`src/rtl/gf_field_pkg.sv`:
```
`default_nettype none

package gf_field_pkg;

	// ==================================================
	// Field GF(2^7), trinomial x^7 + x + 1
	// ==================================================

	localparam int gf_m = 7;                   // Field degree.
	localparam int gf_order = (1 << gf_m) - 1; // Multiplicative order of alpha.

	typedef logic [gf_m-1:0] gf_elem_t;
	typedef logic [gf_m-1:0][gf_m-1:0] gf_mat_t; // One element per row.

	localparam gf_elem_t gf_poly = gf_elem_t'(3); // x + 1, x^7 implied.

	// LFSR cycle counter, x^3 + x + 1.
	localparam int gf_cnt_w = 3;
	typedef logic [gf_cnt_w-1:0] gf_cnt_t;
	localparam gf_cnt_t gf_cnt_poly = gf_cnt_t'(3);

	function automatic gf_elem_t gf_mul1(input gf_elem_t x);
		return {x[gf_m-2:0], 1'b0} ^ ({gf_m{x[gf_m-1]}} & gf_poly);
	endfunction

	function automatic gf_elem_t gf_lpow(input int i);
		gf_elem_t r;
		r = gf_elem_t'(1);
		for (int k = 0; k < i % gf_order; k++) begin
			r = gf_mul1(r);
		end
		return r;
	endfunction

	// Dual coordinates use the functional z -> z[0], so d_i = coef0(z * alpha^i).
	function automatic gf_elem_t gf_to_dual_row(input int i);
		gf_elem_t row;
		gf_elem_t pw;
		row = '0;
		for (int j = 0; j < gf_m; j++) begin
			pw = gf_lpow(i + j);
			row[j] = pw[0];
		end
		return row;
	endfunction

	function automatic gf_elem_t gf_std_to_dual(input gf_elem_t x);
		gf_elem_t d;
		for (int i = 0; i < gf_m; i++) begin
			d[i] = ^(gf_to_dual_row(i) & x);
		end
		return d;
	endfunction

	// Gauss-Jordan over GF(2) on the standard-to-dual rows.
	function automatic gf_mat_t gf_dual_to_std_mat();
		gf_mat_t a;
		gf_mat_t inv;
		gf_elem_t tmp;
		int p;
		for (int i = 0; i < gf_m; i++) begin
			a[i] = gf_to_dual_row(i);
			inv[i] = gf_elem_t'(1) << i;
		end
		for (int c = 0; c < gf_m; c++) begin
			p = c;
			while (p < gf_m - 1 && !a[p][c]) begin
				p++;
			end
			tmp = a[c];
			a[c] = a[p];
			a[p] = tmp;
			tmp = inv[c];
			inv[c] = inv[p];
			inv[p] = tmp;
			for (int r = 0; r < gf_m; r++) begin
				if (r != c && a[r][c]) begin
					a[r] ^= a[c];
					inv[r] ^= inv[c];
				end
			end
		end
		return inv;
	endfunction

	function automatic gf_cnt_t gf_cnt_next(input gf_cnt_t c);
		return {c[gf_cnt_w-2:0], 1'b0} ^ ({gf_cnt_w{c[gf_cnt_w-1]}} & gf_cnt_poly);
	endfunction

	function automatic gf_cnt_t gf_cnt_after(input int n);
		gf_cnt_t c;
		c = gf_cnt_t'(1);
		for (int k = 0; k < n; k++) begin
			c = gf_cnt_next(c);
		end
		return c;
	endfunction

	localparam gf_elem_t gf_one_dual = gf_std_to_dual(gf_elem_t'(1)); // One, dual basis.
	localparam gf_mat_t gf_from_dual = gf_dual_to_std_mat();         // Row j gives bit j.
	localparam gf_cnt_t gf_cnt_last = gf_cnt_after(gf_m - 1);

endpackage

`default_nettype wire

```
`src/rtl/gf_op_pkg.sv`:
```
`default_nettype none

package gf_op_pkg;

	// ==================================================
	// Command and result formats
	// ==================================================

	localparam int gf_op_w = 3;

	typedef enum logic [gf_op_w-1:0] {
		op_mul  = 3'd0, // Bit-parallel a*b.
		op_sqr  = 3'd1, // a^2.
		op_cube = 3'd2, // a^3.
		op_smul = 3'd3, // Bit-serial a*b.
		op_div  = 3'd4  // a/b by Fermat inversion.
	} gf_op_t;

	typedef struct packed {
		gf_op_t op;
		gf_field_pkg::gf_elem_t a; // Numerator for op_div.
		gf_field_pkg::gf_elem_t b; // Denominator for op_div.
	} gf_cmd_t;

	typedef struct packed {
		gf_field_pkg::gf_elem_t value;
		logic div_zero; // Set when op_div had b = 0.
	} gf_result_t;

endpackage

`default_nettype wire

```
`src/rtl/gf_standard_mult.sv`:
```
`default_nettype none
`timescale 1ns/10ps

// Bit-parallel standard-basis multiplier in PPBML form.
module gf_standard_mult (
	input  wire gf_field_pkg::gf_elem_t a,
	input  wire gf_field_pkg::gf_elem_t b,
	output gf_field_pkg::gf_elem_t p
);

	gf_field_pkg::gf_mat_t z; // Row i holds bit i of every block.

	// Stage 1, block j is alpha^j * a.
	always_comb begin
		gf_field_pkg::gf_elem_t blk;
		blk = a;
		for (int j = 0; j < gf_field_pkg::gf_m; j++) begin
			for (int i = 0; i < gf_field_pkg::gf_m; i++) begin
				z[i][j] = blk[i]; // Rearrange into output rows.
			end
			blk = gf_field_pkg::gf_mul1(blk);
		end
	end

	// Stage 2, each product bit is a parity against b.
	always_comb begin
		for (int i = 0; i < gf_field_pkg::gf_m; i++) begin
			p[i] = ^(z[i] & b);
		end
	end

endmodule

`default_nettype wire

```
`src/rtl/gf_power.sv`:
```
`default_nettype none
`timescale 1ns/10ps

// Square and cube of a standard-basis element.
module gf_power (
	input  wire gf_field_pkg::gf_elem_t x,
	output gf_field_pkg::gf_elem_t sq,
	output gf_field_pkg::gf_elem_t cube
);

	// Squaring is linear, bit j of x lands on column alpha^(2j).
	always_comb begin
		sq = '0;
		for (int j = 0; j < gf_field_pkg::gf_m; j++) begin
			sq ^= {gf_field_pkg::gf_m{x[j]}} & gf_field_pkg::gf_lpow(2 * j);
		end
	end

	// ==================================================
	// Cube as first term plus cross terms
	// ==================================================
	// x^3 = sum x_i alpha^(3i) + sum(i<j) x_i x_j (alpha^(2i+j) + alpha^(i+2j))
	always_comb begin
		cube = '0;
		for (int i = 0; i < gf_field_pkg::gf_m; i++) begin
			cube ^= {gf_field_pkg::gf_m{x[i]}} & gf_field_pkg::gf_lpow(3 * i);
			for (int j = i + 1; j < gf_field_pkg::gf_m; j++) begin
				cube ^= {gf_field_pkg::gf_m{x[i] & x[j]}} &
					(gf_field_pkg::gf_lpow(2 * i + j) ^ gf_field_pkg::gf_lpow(i + 2 * j));
			end
		end
	end

endmodule

`default_nettype wire

```
`src/rtl/gf_dual_mult.sv`:
```
`default_nettype none
`timescale 1ns/10ps

// Berlekamp multiplier, dual operand times standard operand gives dual product.
module gf_dual_mult (
	input  wire gf_field_pkg::gf_elem_t dual_a,
	input  wire gf_field_pkg::gf_elem_t std_b,
	output gf_field_pkg::gf_elem_t dual_p
);

	// Dual coordinates d_0 .. d_(2m-2), upper m-1 are auxiliary terms.
	logic [2*gf_field_pkg::gf_m-2:0] ext;

	// ==================================================
	// Auxiliary terms from the field LFSR
	// ==================================================
	always_comb begin
		ext = '0;
		ext[gf_field_pkg::gf_m-1:0] = dual_a;
		for (int k = gf_field_pkg::gf_m; k < 2 * gf_field_pkg::gf_m - 1; k++) begin
			// d_k follows alpha^m = poly taps.
			ext[k] = ^(ext[k-gf_field_pkg::gf_m +: gf_field_pkg::gf_m] & gf_field_pkg::gf_poly);
		end
	end

	// Each output bit is a sliding window of the extended vector against b.
	always_comb begin
		for (int i = 0; i < gf_field_pkg::gf_m; i++) begin
			dual_p[i] = ^(ext[i +: gf_field_pkg::gf_m] & std_b);
		end
	end

endmodule

`default_nettype wire

```
`src/rtl/gf_serial_mult.sv`:
```
`default_nettype none
`timescale 1ns/10ps

// MSB-first bit-serial standard-basis multiplier.
module gf_serial_mult (
	input  wire clk,
	input  wire reset,
	input  wire start,
	input  wire gf_field_pkg::gf_elem_t a,
	input  wire gf_field_pkg::gf_elem_t b,
	output gf_field_pkg::gf_elem_t p,
	output logic fin
);

	gf_field_pkg::gf_elem_t a_sh;  // Bits of a still to come, MSB first.
	gf_field_pkg::gf_elem_t b_q;
	gf_field_pkg::gf_elem_t term;
	gf_field_pkg::gf_cnt_t cnt;    // Bits left after the current one.

	// Start cycle folds in the top bit of a straight from the port.
	assign term = start ? ({gf_field_pkg::gf_m{a[gf_field_pkg::gf_m-1]}} & b) :
		({gf_field_pkg::gf_m{a_sh[gf_field_pkg::gf_m-1]}} & b_q);

	always_ff @(posedge clk) begin
		if (reset) begin
			cnt <= '0;
			fin <= 1'b0;
		end else begin
			fin <= (cnt == gf_field_pkg::gf_cnt_t'(1)); // Last bit this cycle.
			if (start) begin
				cnt <= gf_field_pkg::gf_cnt_t'(gf_field_pkg::gf_m - 1);
			end else if (cnt != '0) begin
				cnt <= cnt - 1'b1;
			end
		end
	end

	// Horner step, acc = acc * alpha + a_i * b.
	always_ff @(posedge clk) begin
		if (start) begin
			a_sh <= {a[gf_field_pkg::gf_m-2:0], 1'b0};
			b_q <= b;
			p <= term;
		end else if (cnt != '0) begin
			a_sh <= a_sh << 1;
			p <= gf_field_pkg::gf_mul1(p) ^ term;
		end
	end

	assert property (@(posedge clk) disable iff (reset) fin |=> !fin)
		else $error("serial multiplier fin held for two cycles");

endmodule

`default_nettype wire

```
`src/rtl/gf_divider.sv`:
```
`default_nettype none
`timescale 1ns/10ps

// Fermat divider, numer * denom^(2^m - 2) with the inverse accumulated in dual form.
module gf_divider (
	input  wire clk,
	input  wire reset,
	input  wire start,
	input  wire gf_field_pkg::gf_elem_t numer,
	input  wire gf_field_pkg::gf_elem_t denom,
	output gf_field_pkg::gf_elem_t quot,
	output logic fin
);

	gf_field_pkg::gf_elem_t pw_q;    // Last square of the denominator.
	gf_field_pkg::gf_elem_t pw_in;
	gf_field_pkg::gf_elem_t pw_sq;
	gf_field_pkg::gf_elem_t acc_q;   // Product of squares, dual basis.
	gf_field_pkg::gf_elem_t acc_in;
	gf_field_pkg::gf_elem_t acc_d;
	gf_field_pkg::gf_elem_t mul_b;
	gf_field_pkg::gf_elem_t numer_q;
	gf_field_pkg::gf_elem_t quot_d;
	gf_field_pkg::gf_cnt_t cnt;      // Sits at 1 when idle.
	logic run;
	logic last;

	assign last = run && (cnt == gf_field_pkg::gf_cnt_last);

	// ==================================================
	// Square and accumulate
	// ==================================================
	assign pw_in = start ? denom : pw_q;

	gf_power u_sq (
		.x(pw_in),
		.sq(pw_sq),
		.cube()
	);

	assign acc_in = start ? gf_field_pkg::gf_one_dual : acc_q; // Product restarts at one.
	assign mul_b = last ? numer_q : pw_sq;                       // Final pass takes numerator.

	gf_dual_mult u_acc (
		.dual_a(acc_in),
		.std_b(mul_b),
		.dual_p(acc_d)
	);

	// Dual quotient back to standard basis.
	always_comb begin
		for (int j = 0; j < gf_field_pkg::gf_m; j++) begin
			quot_d[j] = ^(gf_field_pkg::gf_from_dual[j] & acc_d);
		end
	end

	always_ff @(posedge clk) begin
		if (reset) begin
			run <= 1'b0;
			fin <= 1'b0;
			cnt <= gf_field_pkg::gf_cnt_t'(1);
		end else begin
			fin <= last;
			if (start) begin
				run <= 1'b1;
			end else if (last) begin
				run <= 1'b0;
			end
			if (start || run) begin
				cnt <= last ? gf_field_pkg::gf_cnt_t'(1) : gf_field_pkg::gf_cnt_next(cnt);
			end
		end
	end

	always_ff @(posedge clk) begin
		if (start || run) begin
			pw_q <= pw_sq;
			acc_q <= acc_d;
		end
		if (start) begin
			numer_q <= numer;
		end
		if (last) begin
			quot <= quot_d;
		end
	end

	// The top level holds off new divisions until fin.
	assert property (@(posedge clk) disable iff (reset) start |-> !run)
		else $error("divider started while running");

endmodule

`default_nettype wire

```
`src/rtl/gf_alu.sv`:
```
`default_nettype none
`timescale 1ns/10ps

// GF(2^7) arithmetic unit, one command at a time.
module gf_alu (
	input  wire clk,
	input  wire reset,
	input  wire cmd_valid,
	input  wire gf_op_pkg::gf_cmd_t cmd,
	output logic busy,
	output logic done,
	output gf_op_pkg::gf_result_t result
);

	logic accept;
	logic comb_op;   // Result ready from combinational logic.
	logic unit_op;   // Needs the serial multiplier or the divider.
	logic smul_start;
	logic div_start;
	logic smul_fin;
	logic div_fin;
	logic unit_fin;
	logic pend_zero; // Division by zero in flight.
	gf_op_pkg::gf_op_t pend_op;
	gf_field_pkg::gf_elem_t mul_p;
	gf_field_pkg::gf_elem_t sq_p;
	gf_field_pkg::gf_elem_t cube_p;
	gf_field_pkg::gf_elem_t smul_p;
	gf_field_pkg::gf_elem_t div_q;
	gf_field_pkg::gf_elem_t comb_val;
	gf_field_pkg::gf_elem_t unit_val;

	// ==================================================
	// Decode
	// ==================================================
	assign accept = cmd_valid && !busy;

	always_comb begin
		comb_op = 1'b1;
		unit_op = 1'b0;
		comb_val = mul_p;
		case (cmd.op)
			gf_op_pkg::op_mul: comb_val = mul_p;
			gf_op_pkg::op_sqr: comb_val = sq_p;
			gf_op_pkg::op_cube: comb_val = cube_p;
			gf_op_pkg::op_smul, gf_op_pkg::op_div: begin
				comb_op = 1'b0;
				unit_op = 1'b1;
			end
			default: comb_op = 1'b0; // Unused codes are dropped.
		endcase
	end

	assign smul_start = accept && (cmd.op == gf_op_pkg::op_smul);
	assign div_start = accept && (cmd.op == gf_op_pkg::op_div);

	gf_standard_mult u_mul (
		.a(cmd.a),
		.b(cmd.b),
		.p(mul_p)
	);

	gf_power u_pow (
		.x(cmd.a),
		.sq(sq_p),
		.cube(cube_p)
	);

	gf_serial_mult u_smul (
		.clk(clk),
		.reset(reset),
		.start(smul_start),
		.a(cmd.a),
		.b(cmd.b),
		.p(smul_p),
		.fin(smul_fin)
	);

	gf_divider u_div (
		.clk(clk),
		.reset(reset),
		.start(div_start),
		.numer(cmd.a),
		.denom(cmd.b),
		.quot(div_q),
		.fin(div_fin)
	);

	assign unit_fin = (pend_op == gf_op_pkg::op_div) ? div_fin : smul_fin;
	assign unit_val = (pend_op == gf_op_pkg::op_div) ? div_q : smul_p;

	// ==================================================
	// Busy, done and result
	// ==================================================
	always_ff @(posedge clk) begin
		if (reset) begin
			busy <= 1'b0;
			done <= 1'b0;
			result <= '0;
			pend_op <= gf_op_pkg::op_mul;
			pend_zero <= 1'b0;
		end else begin
			done <= 1'b0;
			if (accept && comb_op) begin
				done <= 1'b1;
				result.value <= comb_val;
				result.div_zero <= 1'b0;
			end else if (accept && unit_op) begin
				busy <= 1'b1;
				pend_op <= cmd.op;
				pend_zero <= (cmd.op == gf_op_pkg::op_div) && (cmd.b == '0); // b tested once.
			end else if (busy && unit_fin) begin
				busy <= 1'b0; // Falls with done.
				done <= 1'b1;
				result.value <= unit_val;
				result.div_zero <= pend_zero;
			end
		end
	end

	// Only the selected unit may finish, and only while busy.
	assert property (@(posedge clk) disable iff (reset)
		(smul_fin || div_fin) |-> busy && (smul_fin != div_fin) &&
			(div_fin == (pend_op == gf_op_pkg::op_div)))
		else $error("fin from a unit that was not selected");

endmodule

`default_nettype wire

```
`config.mk`:
```
export PLATFORM = sky130hd
export DESIGN_NAME = gf_alu
export DESIGN_NICKNAME = d
export VERILOG_FILES = /design/src/rtl/gf_field_pkg.sv /design/src/rtl/gf_op_pkg.sv /design/src/rtl/gf_standard_mult.sv /design/src/rtl/gf_power.sv /design/src/rtl/gf_dual_mult.sv /design/src/rtl/gf_serial_mult.sv /design/src/rtl/gf_divider.sv /design/src/rtl/gf_alu.sv
export SDC_FILE = /design/constraint.sdc
export NUM_CORES = 1
export LEC_CHECK = 0
export ABC_AREA = 1
export BUFFER_PORTS_ARGS = -buffer_cell sky130_fd_sc_hd__buf_2
export CAP_MARGIN = 20
export CORE_UTILIZATION = 35
export CTS_BUF_LIST = sky130_fd_sc_hd__clkbuf_4
export CTS_CLUSTER_DIAMETER = 30
export CTS_CLUSTER_SIZE = 40
export DETAILED_ROUTE_END_ITERATION = 10
export HOLD_SLACK_MARGIN = 0.12
export PLACE_DENSITY = 0.51
export SLEW_MARGIN = 20
export SYNTH_ARGS = -nofsm -noshare
export SYNTH_HDL_FRONTEND = slang
export SYNTH_SLANG_ARGS = --single-unit
```
`constraint.sdc`:
```
create_clock -name clk -period 5.15 [get_ports clk]
set_clock_uncertainty 0.1 [all_clocks]
set_input_delay 1.545 -clock clk [delete_from_list [all_inputs] [get_ports clk]]
set_output_delay 1.545 -clock clk [all_outputs]
set_load 0.005 [all_outputs]
```
* Yosys cells after proc, flatten, opt, wreduce, memory -nomap -nowiden *
Index checks and enable logic that the tools add are counted.

storage, ports and cells
  input bits = 20
  output and inout port bits = 10
  register bits after elaboration = 71
  logic and storage cells = 193

operators by class
  add/subtract/negate cells = 1
  eq/ne operators = 8
  muxes and demuxes = 26
  reduce and logical (&&, ||, !) cells = 52
  bitwise logic cells = 87

operators by type and width
  kind                count
  $reduce_xor 7->1    27
  $and 7x7->7         16
  $xor 7x7->7         14
  $mux 7              9
  $xor 7x5->7         8
  $xor 7x2->7         7
  $xor 7x6->7         7
  $mux 8              3
  $and 1x1->1         21
  $xor 7x3->7         3
  $xor 7x4->7         3
  $pmux 7 s2          1
  $mux 1              10
  $eq 3x3->1 const B  3
  $mux 3              3
  $xor 1x3->3         3
  $logic_and 1x1->1   8
  $reduce_and 2->1    4
  $reduce_bool 2->1   4
  $logic_not 7->1     1
  $xor 5x7->7         1
  $eq 3x1->1 const B  2
  $eq 3x2->1 const B  2
  $reduce_or 2->1     3
  10 further kinds    11

* Logic depth before layout (Yosys ltp) *
  word-level depth = 30
  mapped depth = 16
  depth with buffers taken out = 15

* Hierarchy *
Synthesis repeated with hierarchy kept, for this count alone.

unflattened totals
  cell total of the unflattened synthesis = 1245
  area total of the unflattened synthesis = 7432.1 µm²

modules (own cells, without submodules)
  module            cells each  area an instance (µm²)  times used  sequential area each (µm²)
  gf_power          214         1033.5                  2           0.0
  gf_divider        114         1315.0                  1           940.9
  gf_serial_mult    110         1071.0                  1           680.7
  gf_standard_mult  217         1041.0                  1           0.0
  gf_dual_mult      214         973.4                   1           0.0
  gf_alu            162         964.7                   1           280.3

* Least setup slack after synthesis *
Ideal clock, no wire load.

  path type = input to register
  start point = input port cmd[16] (netlist bit)
  end point = register u_div.acc_q[6], data pin
  slack = 1.981 ns
  setup time = 0.256 ns
  stages = 15
  buffers on the path = 2
  arrival = 2.812 ns
  data required time = 4.794 ns
  cells stage by stage = buf_2 -> nand2_2 -> nor2_4 -> buf_6 -> nand2_2 -> nand3_2 -> nand3_1 -> inv_1 -> nand2_1 -> nand2_1 -> nor2_1 -> nor2_2 -> inv_1 -> nand2_1 -> nand2_1

on the way
  cells in the longest elaborated chain, start to end = 12
  elaborated cells between the ends (all ways) = 19
  classes of those cells = eq/ne (1); mux (3); bitwise (7); reduce/logical (8)

ends and longest elaborated chain
  item                    RTL line            text
  start: declaration      gf_alu.sv:9         input wire gf_op_pkg::gf_cmd_t cmd,
  $eq 3x3->1 (*)          gf_alu.sv:55        assign div_start = accept && (cmd.op == gf_op_pkg::op_div);
  $logic_and 1x1->1 (*)   gf_alu.sv:55
  net div_start           gf_alu.sv:19        logic div_start;
  $mux 7                  gf_divider.sv:33    assign pw_in = start ? denom : pw_q;
  $xor 1x3->3             gf_power.sv:15      sq ^= {gf_field_pkg::gf_m{x[j]}} & gf_field_pkg::gf_lpow(2 * j);
  $xor 3x5->5             gf_power.sv:15
  $xor 5x7->7             gf_power.sv:15
  $xor 7x3->7             gf_power.sv:15
  $xor 7x5->7             gf_power.sv:15
  $xor 7x7->7             gf_power.sv:15
  $mux 7                  gf_divider.sv:42    assign mul_b = last ? numer_q : pw_sq;
  $and 7x7->7 (*)         gf_dual_mult.sv:29  dual_p[i] = ^(ext[i +: gf_field_pkg::gf_m] & std_b);
  $reduce_xor 7->1 (*)    gf_dual_mult.sv:29
  net u_div.acc_d[6]      gf_divider.sv:20    gf_field_pkg::gf_elem_t acc_d;
  end signal: assignment  gf_divider.sv:78    acc_q <= acc_d;
  end: declaration        gf_divider.sv:18    gf_field_pkg::gf_elem_t acc_q;

Mark *: on every way through the listed nets, which the timed path passes. The rest lies on a longest branch.
A chain may end at the register's enable or synchronous reset.

* Worst setup path in the final report *
  start point = input port cmd_valid
  end point = register u_div.quot[1], data pin

on the way
  cells in the longest elaborated chain, start to end = 13
  elaborated cells between the ends (all ways) = 20
  classes of those cells = mux (3); bitwise (7); reduce/logical (10)

ends and longest elaborated chain
  item                    RTL line            text
  start: declaration      gf_alu.sv:8         input wire cmd_valid,
  $logic_and 1x1->1 (*)   gf_alu.sv:36        assign accept = cmd_valid && !busy;
  $logic_and 1x1->1 (*)   gf_alu.sv:55
  $mux 7                  gf_divider.sv:33
  $xor 1x3->3             gf_power.sv:15
  $xor 3x5->5             gf_power.sv:15
  $xor 5x7->7             gf_power.sv:15
  $xor 7x3->7             gf_power.sv:15
  $xor 7x5->7             gf_power.sv:15
  $xor 7x7->7             gf_power.sv:15
  $mux 7                  gf_divider.sv:42
  $and 7x7->7 (*)         gf_dual_mult.sv:29
  $reduce_xor 7->1 (*)    gf_dual_mult.sv:29
  net u_div.acc_d[6]      gf_divider.sv:20
  $reduce_xor 7->1 (*)    gf_divider.sv:53    quot_d[j] = ^(gf_field_pkg::gf_from_dual[j] & acc_d);
  end signal: assignment  gf_divider.sv:84    quot <= quot_d;
  end: declaration        gf_divider.sv:11    output gf_field_pkg::gf_elem_t quot,

Marked as above.

==> key figures <==
Route
  – Vias: 5610
  – Antenna Nets Post-Route: 0
  – Detailed Route WL: ~18000 um
  – Number of remaining DRC errors: 0
  – Met2 Routed Length: 8430 um
  – Drt via density: 4.91
  – Met3 wire len: 503 um
  – Drt wl/cell: 15.8 um
  – TritonRoute pass-1 iters: 5
  – Initial DRC count: 362
  – DR top layer: met4
  – M1 WL: 8790 um

Floorplan
  – Starting Density: 36.2%
  – Die height: 133 um
  – Core ar.: about 0.017 mm2
  – Die footprint: 0.0178 mm2
  – Die width: between 100 and 150 um
  – Core Rows: 47
  – Io pins: 30

Synth
  – Synth Area in Simple Gates: 37.1%
  – Largest family of logic cells by synthesized area: simple AND/OR/NAND/NOR gates
  – Area share of the largest cell type after synthesis: 23.9%
  – Count of cell types in the netlist: 36
  – Sequential share of the synthesized area: 31.5%
  – Yosys top cell by area: edfxtp_1
  – Post-Synthesis Cells: ~900
  – Yosys reg bits: 71
  – Synth Area in Compound Gates: 7.31%
  – Synth Area in Adders: about 2.3%
  – Warnings, synthesis: 0
  – Top cells by area, synth: edfxtp_1 (24%), nand2_1 (20%), dfxtp_1 (7.6%)
  – Mapped Nets: 934
  – Synth Area in XOR/XNOR: 12.8%
  – Mux cell area share after synthesis: 0.166%
  – Syn Area/Cell: ~6.7 um2
  – Synth Cell Area: 0.00604 mm2

STA
  – Setup violations, final: 0
  – Worst slew pin tran: roughly 0.86 ns
  – Fin. Hold Viols: 0
  – Slew margin rel.: 42.5%
  – Peak Freq: 297 MHz
  – Post-layout min period: 3.37 ns
  – Final Max Tran Viols: 0
  – Crit share post-route: between 60% and 70%
  – RSZ-0062 raised after global routing: false
  – Hold WS: 0.387 ns
  – TNS Setup: 0 ns

Placed design
  – Final GP Congestion: 0.847
  – PortBufs: 29
  – Detailed placement HPWL: 13500 um

Worst hold path
  – HP Class: flip-flop to flip-flop

Setup path
  – CP max FO: 19
  – Worst Setup End Kind: flip-flop
  – WP data arrival: 3.48 ns
  – Crit path kind: primary input to flip-flop
  – Startpoint types: primary input
  – Worst path required time: 5.26 ns

Pwr
  – Power Dens Cells: approximately 270 mW/mm2
  – Leakage: 3.16 nW
  – VDD IR-drop max: ~130 uV
  – Total power: 1.77 mW

Final layout
  – Layout cells sized above 1: 9.65%
  – Filler Cells Inserted: 1867
  – Final nets: 948
  – Layout area overhead: 6.73%
  – Multi-input logic area: 0.00361 mm2
  – Seq. cell area: 0.00190 mm2

Clock tree
  – CTS max path bufs: 2
  – Clk slew on worst S/H paths: 0.13 ns
  – Max H-tree Level: 3
  – TritonCTS clock tree: built
  – Root Driver: clkbuf_4
  – CTS buffer count: 9
  – Setup Fix Bufs, Post-CTS: 0
  – Hold-fix buffers at CTS: 0
  – Clock Latency Late Sink: between 0.4 and 0.5 ns
  – Cts repair resizes: 0
  – Clock Sinks: 71

Run status
  – Outcome: finished, final reports clean

GRT
  – Overflow left after global routing: 0
  – All-layer global routing usage: a little over a fifth
  – Largest net degree at the start of global routing: 27
  – Global-route wire length before repair: 29400 um
  – Initial antenna violation count: 1
  – Vias in the first global route: 5304

Job
  – Max-cap violations: 0
kinds of logic after synthesis:
family	Yosys count
AND/OR/NAND/NOR	519
buffers and inverters	131
XOR/XNOR	88
AO/OA/AOI/OAI	82
flip-flops	71
adder cells (fa/ha/maj)	11
multiplexers	1
cells in the mapped netlist, drive strengths merged:
cell and count:
a211oi 1, a21oi 37, a31oi 4, buf 17
clkbuf 12, clkinv 1, dfxtp 23, edfxtp 48
ha 11, inv 101, mux2i 1, nand2 337
nand3 90, nand3b 2, nand4 9, nor2 64
nor3 4, nor4 3, o21ai 37, o311ai 1
o31ai 2, or2 10, xnor2 48, xor2 40
path summary, 6_finish.rpt:
kind                 startpoint       endpoint  slack (ns)  cells after the start
setup / recovery      cmd_valid  u_div.quot[1]        1.78                     13
hold / removal    u_smul.cnt[2]     u_smul.fin        0.39                      1
setup reg to reg           busy  u_div.quot[1]        2.37                     13
hold reg to reg   u_smul.cnt[2]     u_smul.fin        0.39                      1
layout make-up:
type,count,area share [%]
multi-input cells,701,55.9
inverters,102,5.94
repair buffers,32,2.60
clock buffers,10,1.16
flip-flops and latches,71,29.5
diodes,1,0.0388
clock inverters,6,0.543
well taps,220,4.27
stage by stage:
| stage | setup slack [ns] | cells | instance area [um2] | utilization (%) |
|---|---|---|---|---|
| global route | 1.54 | 1143 | 6450 | 38.6 |
| floorplan | 1.98 | 903 | 6040 | - |
| global placement | 1.34 | 1126 | 6330 | 37.9 |
| CTS | 1.82 | 1142 | 6440 | 38.6 |
| detailed placement | 1.33 | 1126 | 6330 | 37.9 |
| finish | 1.78 | 1143 | 6450 | 38.6 |
critical path, stage by stage:
cell     delay, ns
buf_2         0.12
nand2_1       0.15
nor2_4        0.14
nor2_1        0.68
nor2_1        0.12
a21oi_1       0.22
nand3_1       0.13
nand2_1       0.07
nand2_1       0.04
nand2_1       0.08
nand2_1       0.06
nand2_1       0.05
nand2_1       0.06
flip-flops by register name, indices dropped and copies added (netlist names), 3 cells and up:
name,cells
u_div.cnt,3
u_div.pw_q,7
u_div.quot,7
result,8
pend_op,3
u_smul.b_q,7
u_smul.cnt,3
u_div.numer_q,7
u_smul.p,7
u_div.acc_q,7
u_smul.a_sh,6
cell usage in the layout, fill, tap and decap left out, types with 2 or more instances in the layout:
cell	count
a21oi_1	36
a31oi_1	4
buf_2	29
buf_4	3
clkbuf_4	10
clkinv_2	2
dfxtp_1	23
edfxtp_1	48
ha_1	11
inv_1	99
inv_2	3
inv_4	2
nand2_1	322
nand2_2	14
nand3_1	85
nand3_2	3
nand3_4	2
nand3b_1	2
nand4_1	9
nor2_1	58
nor2_2	3
nor2_4	3
nor3_1	3
nor4_1	3
o21ai_0	29
o21ai_1	7
o31ai_1	2
or2_2	10
xnor2_1	48
xor2_1	40
layer usage:
metal | up-vias | track usage [%]
li1 | 2906 | -
met1 | 2575 | 28.9
met2 | 104 | 35.3
met3 | 25 | 3.04
met4 | 0 | 6.63
met5 | - | 0
report_power, final:
part,total (mW),switching (mW),internal [mW]
Combinational,0.655,0.414,0.241
Sequential,0.798,0.0623,0.735
Clock,0.317,0.214,0.103
Total,1.77,0.689,1.08
Note: power is estimated with default switching activity, not from simulation.
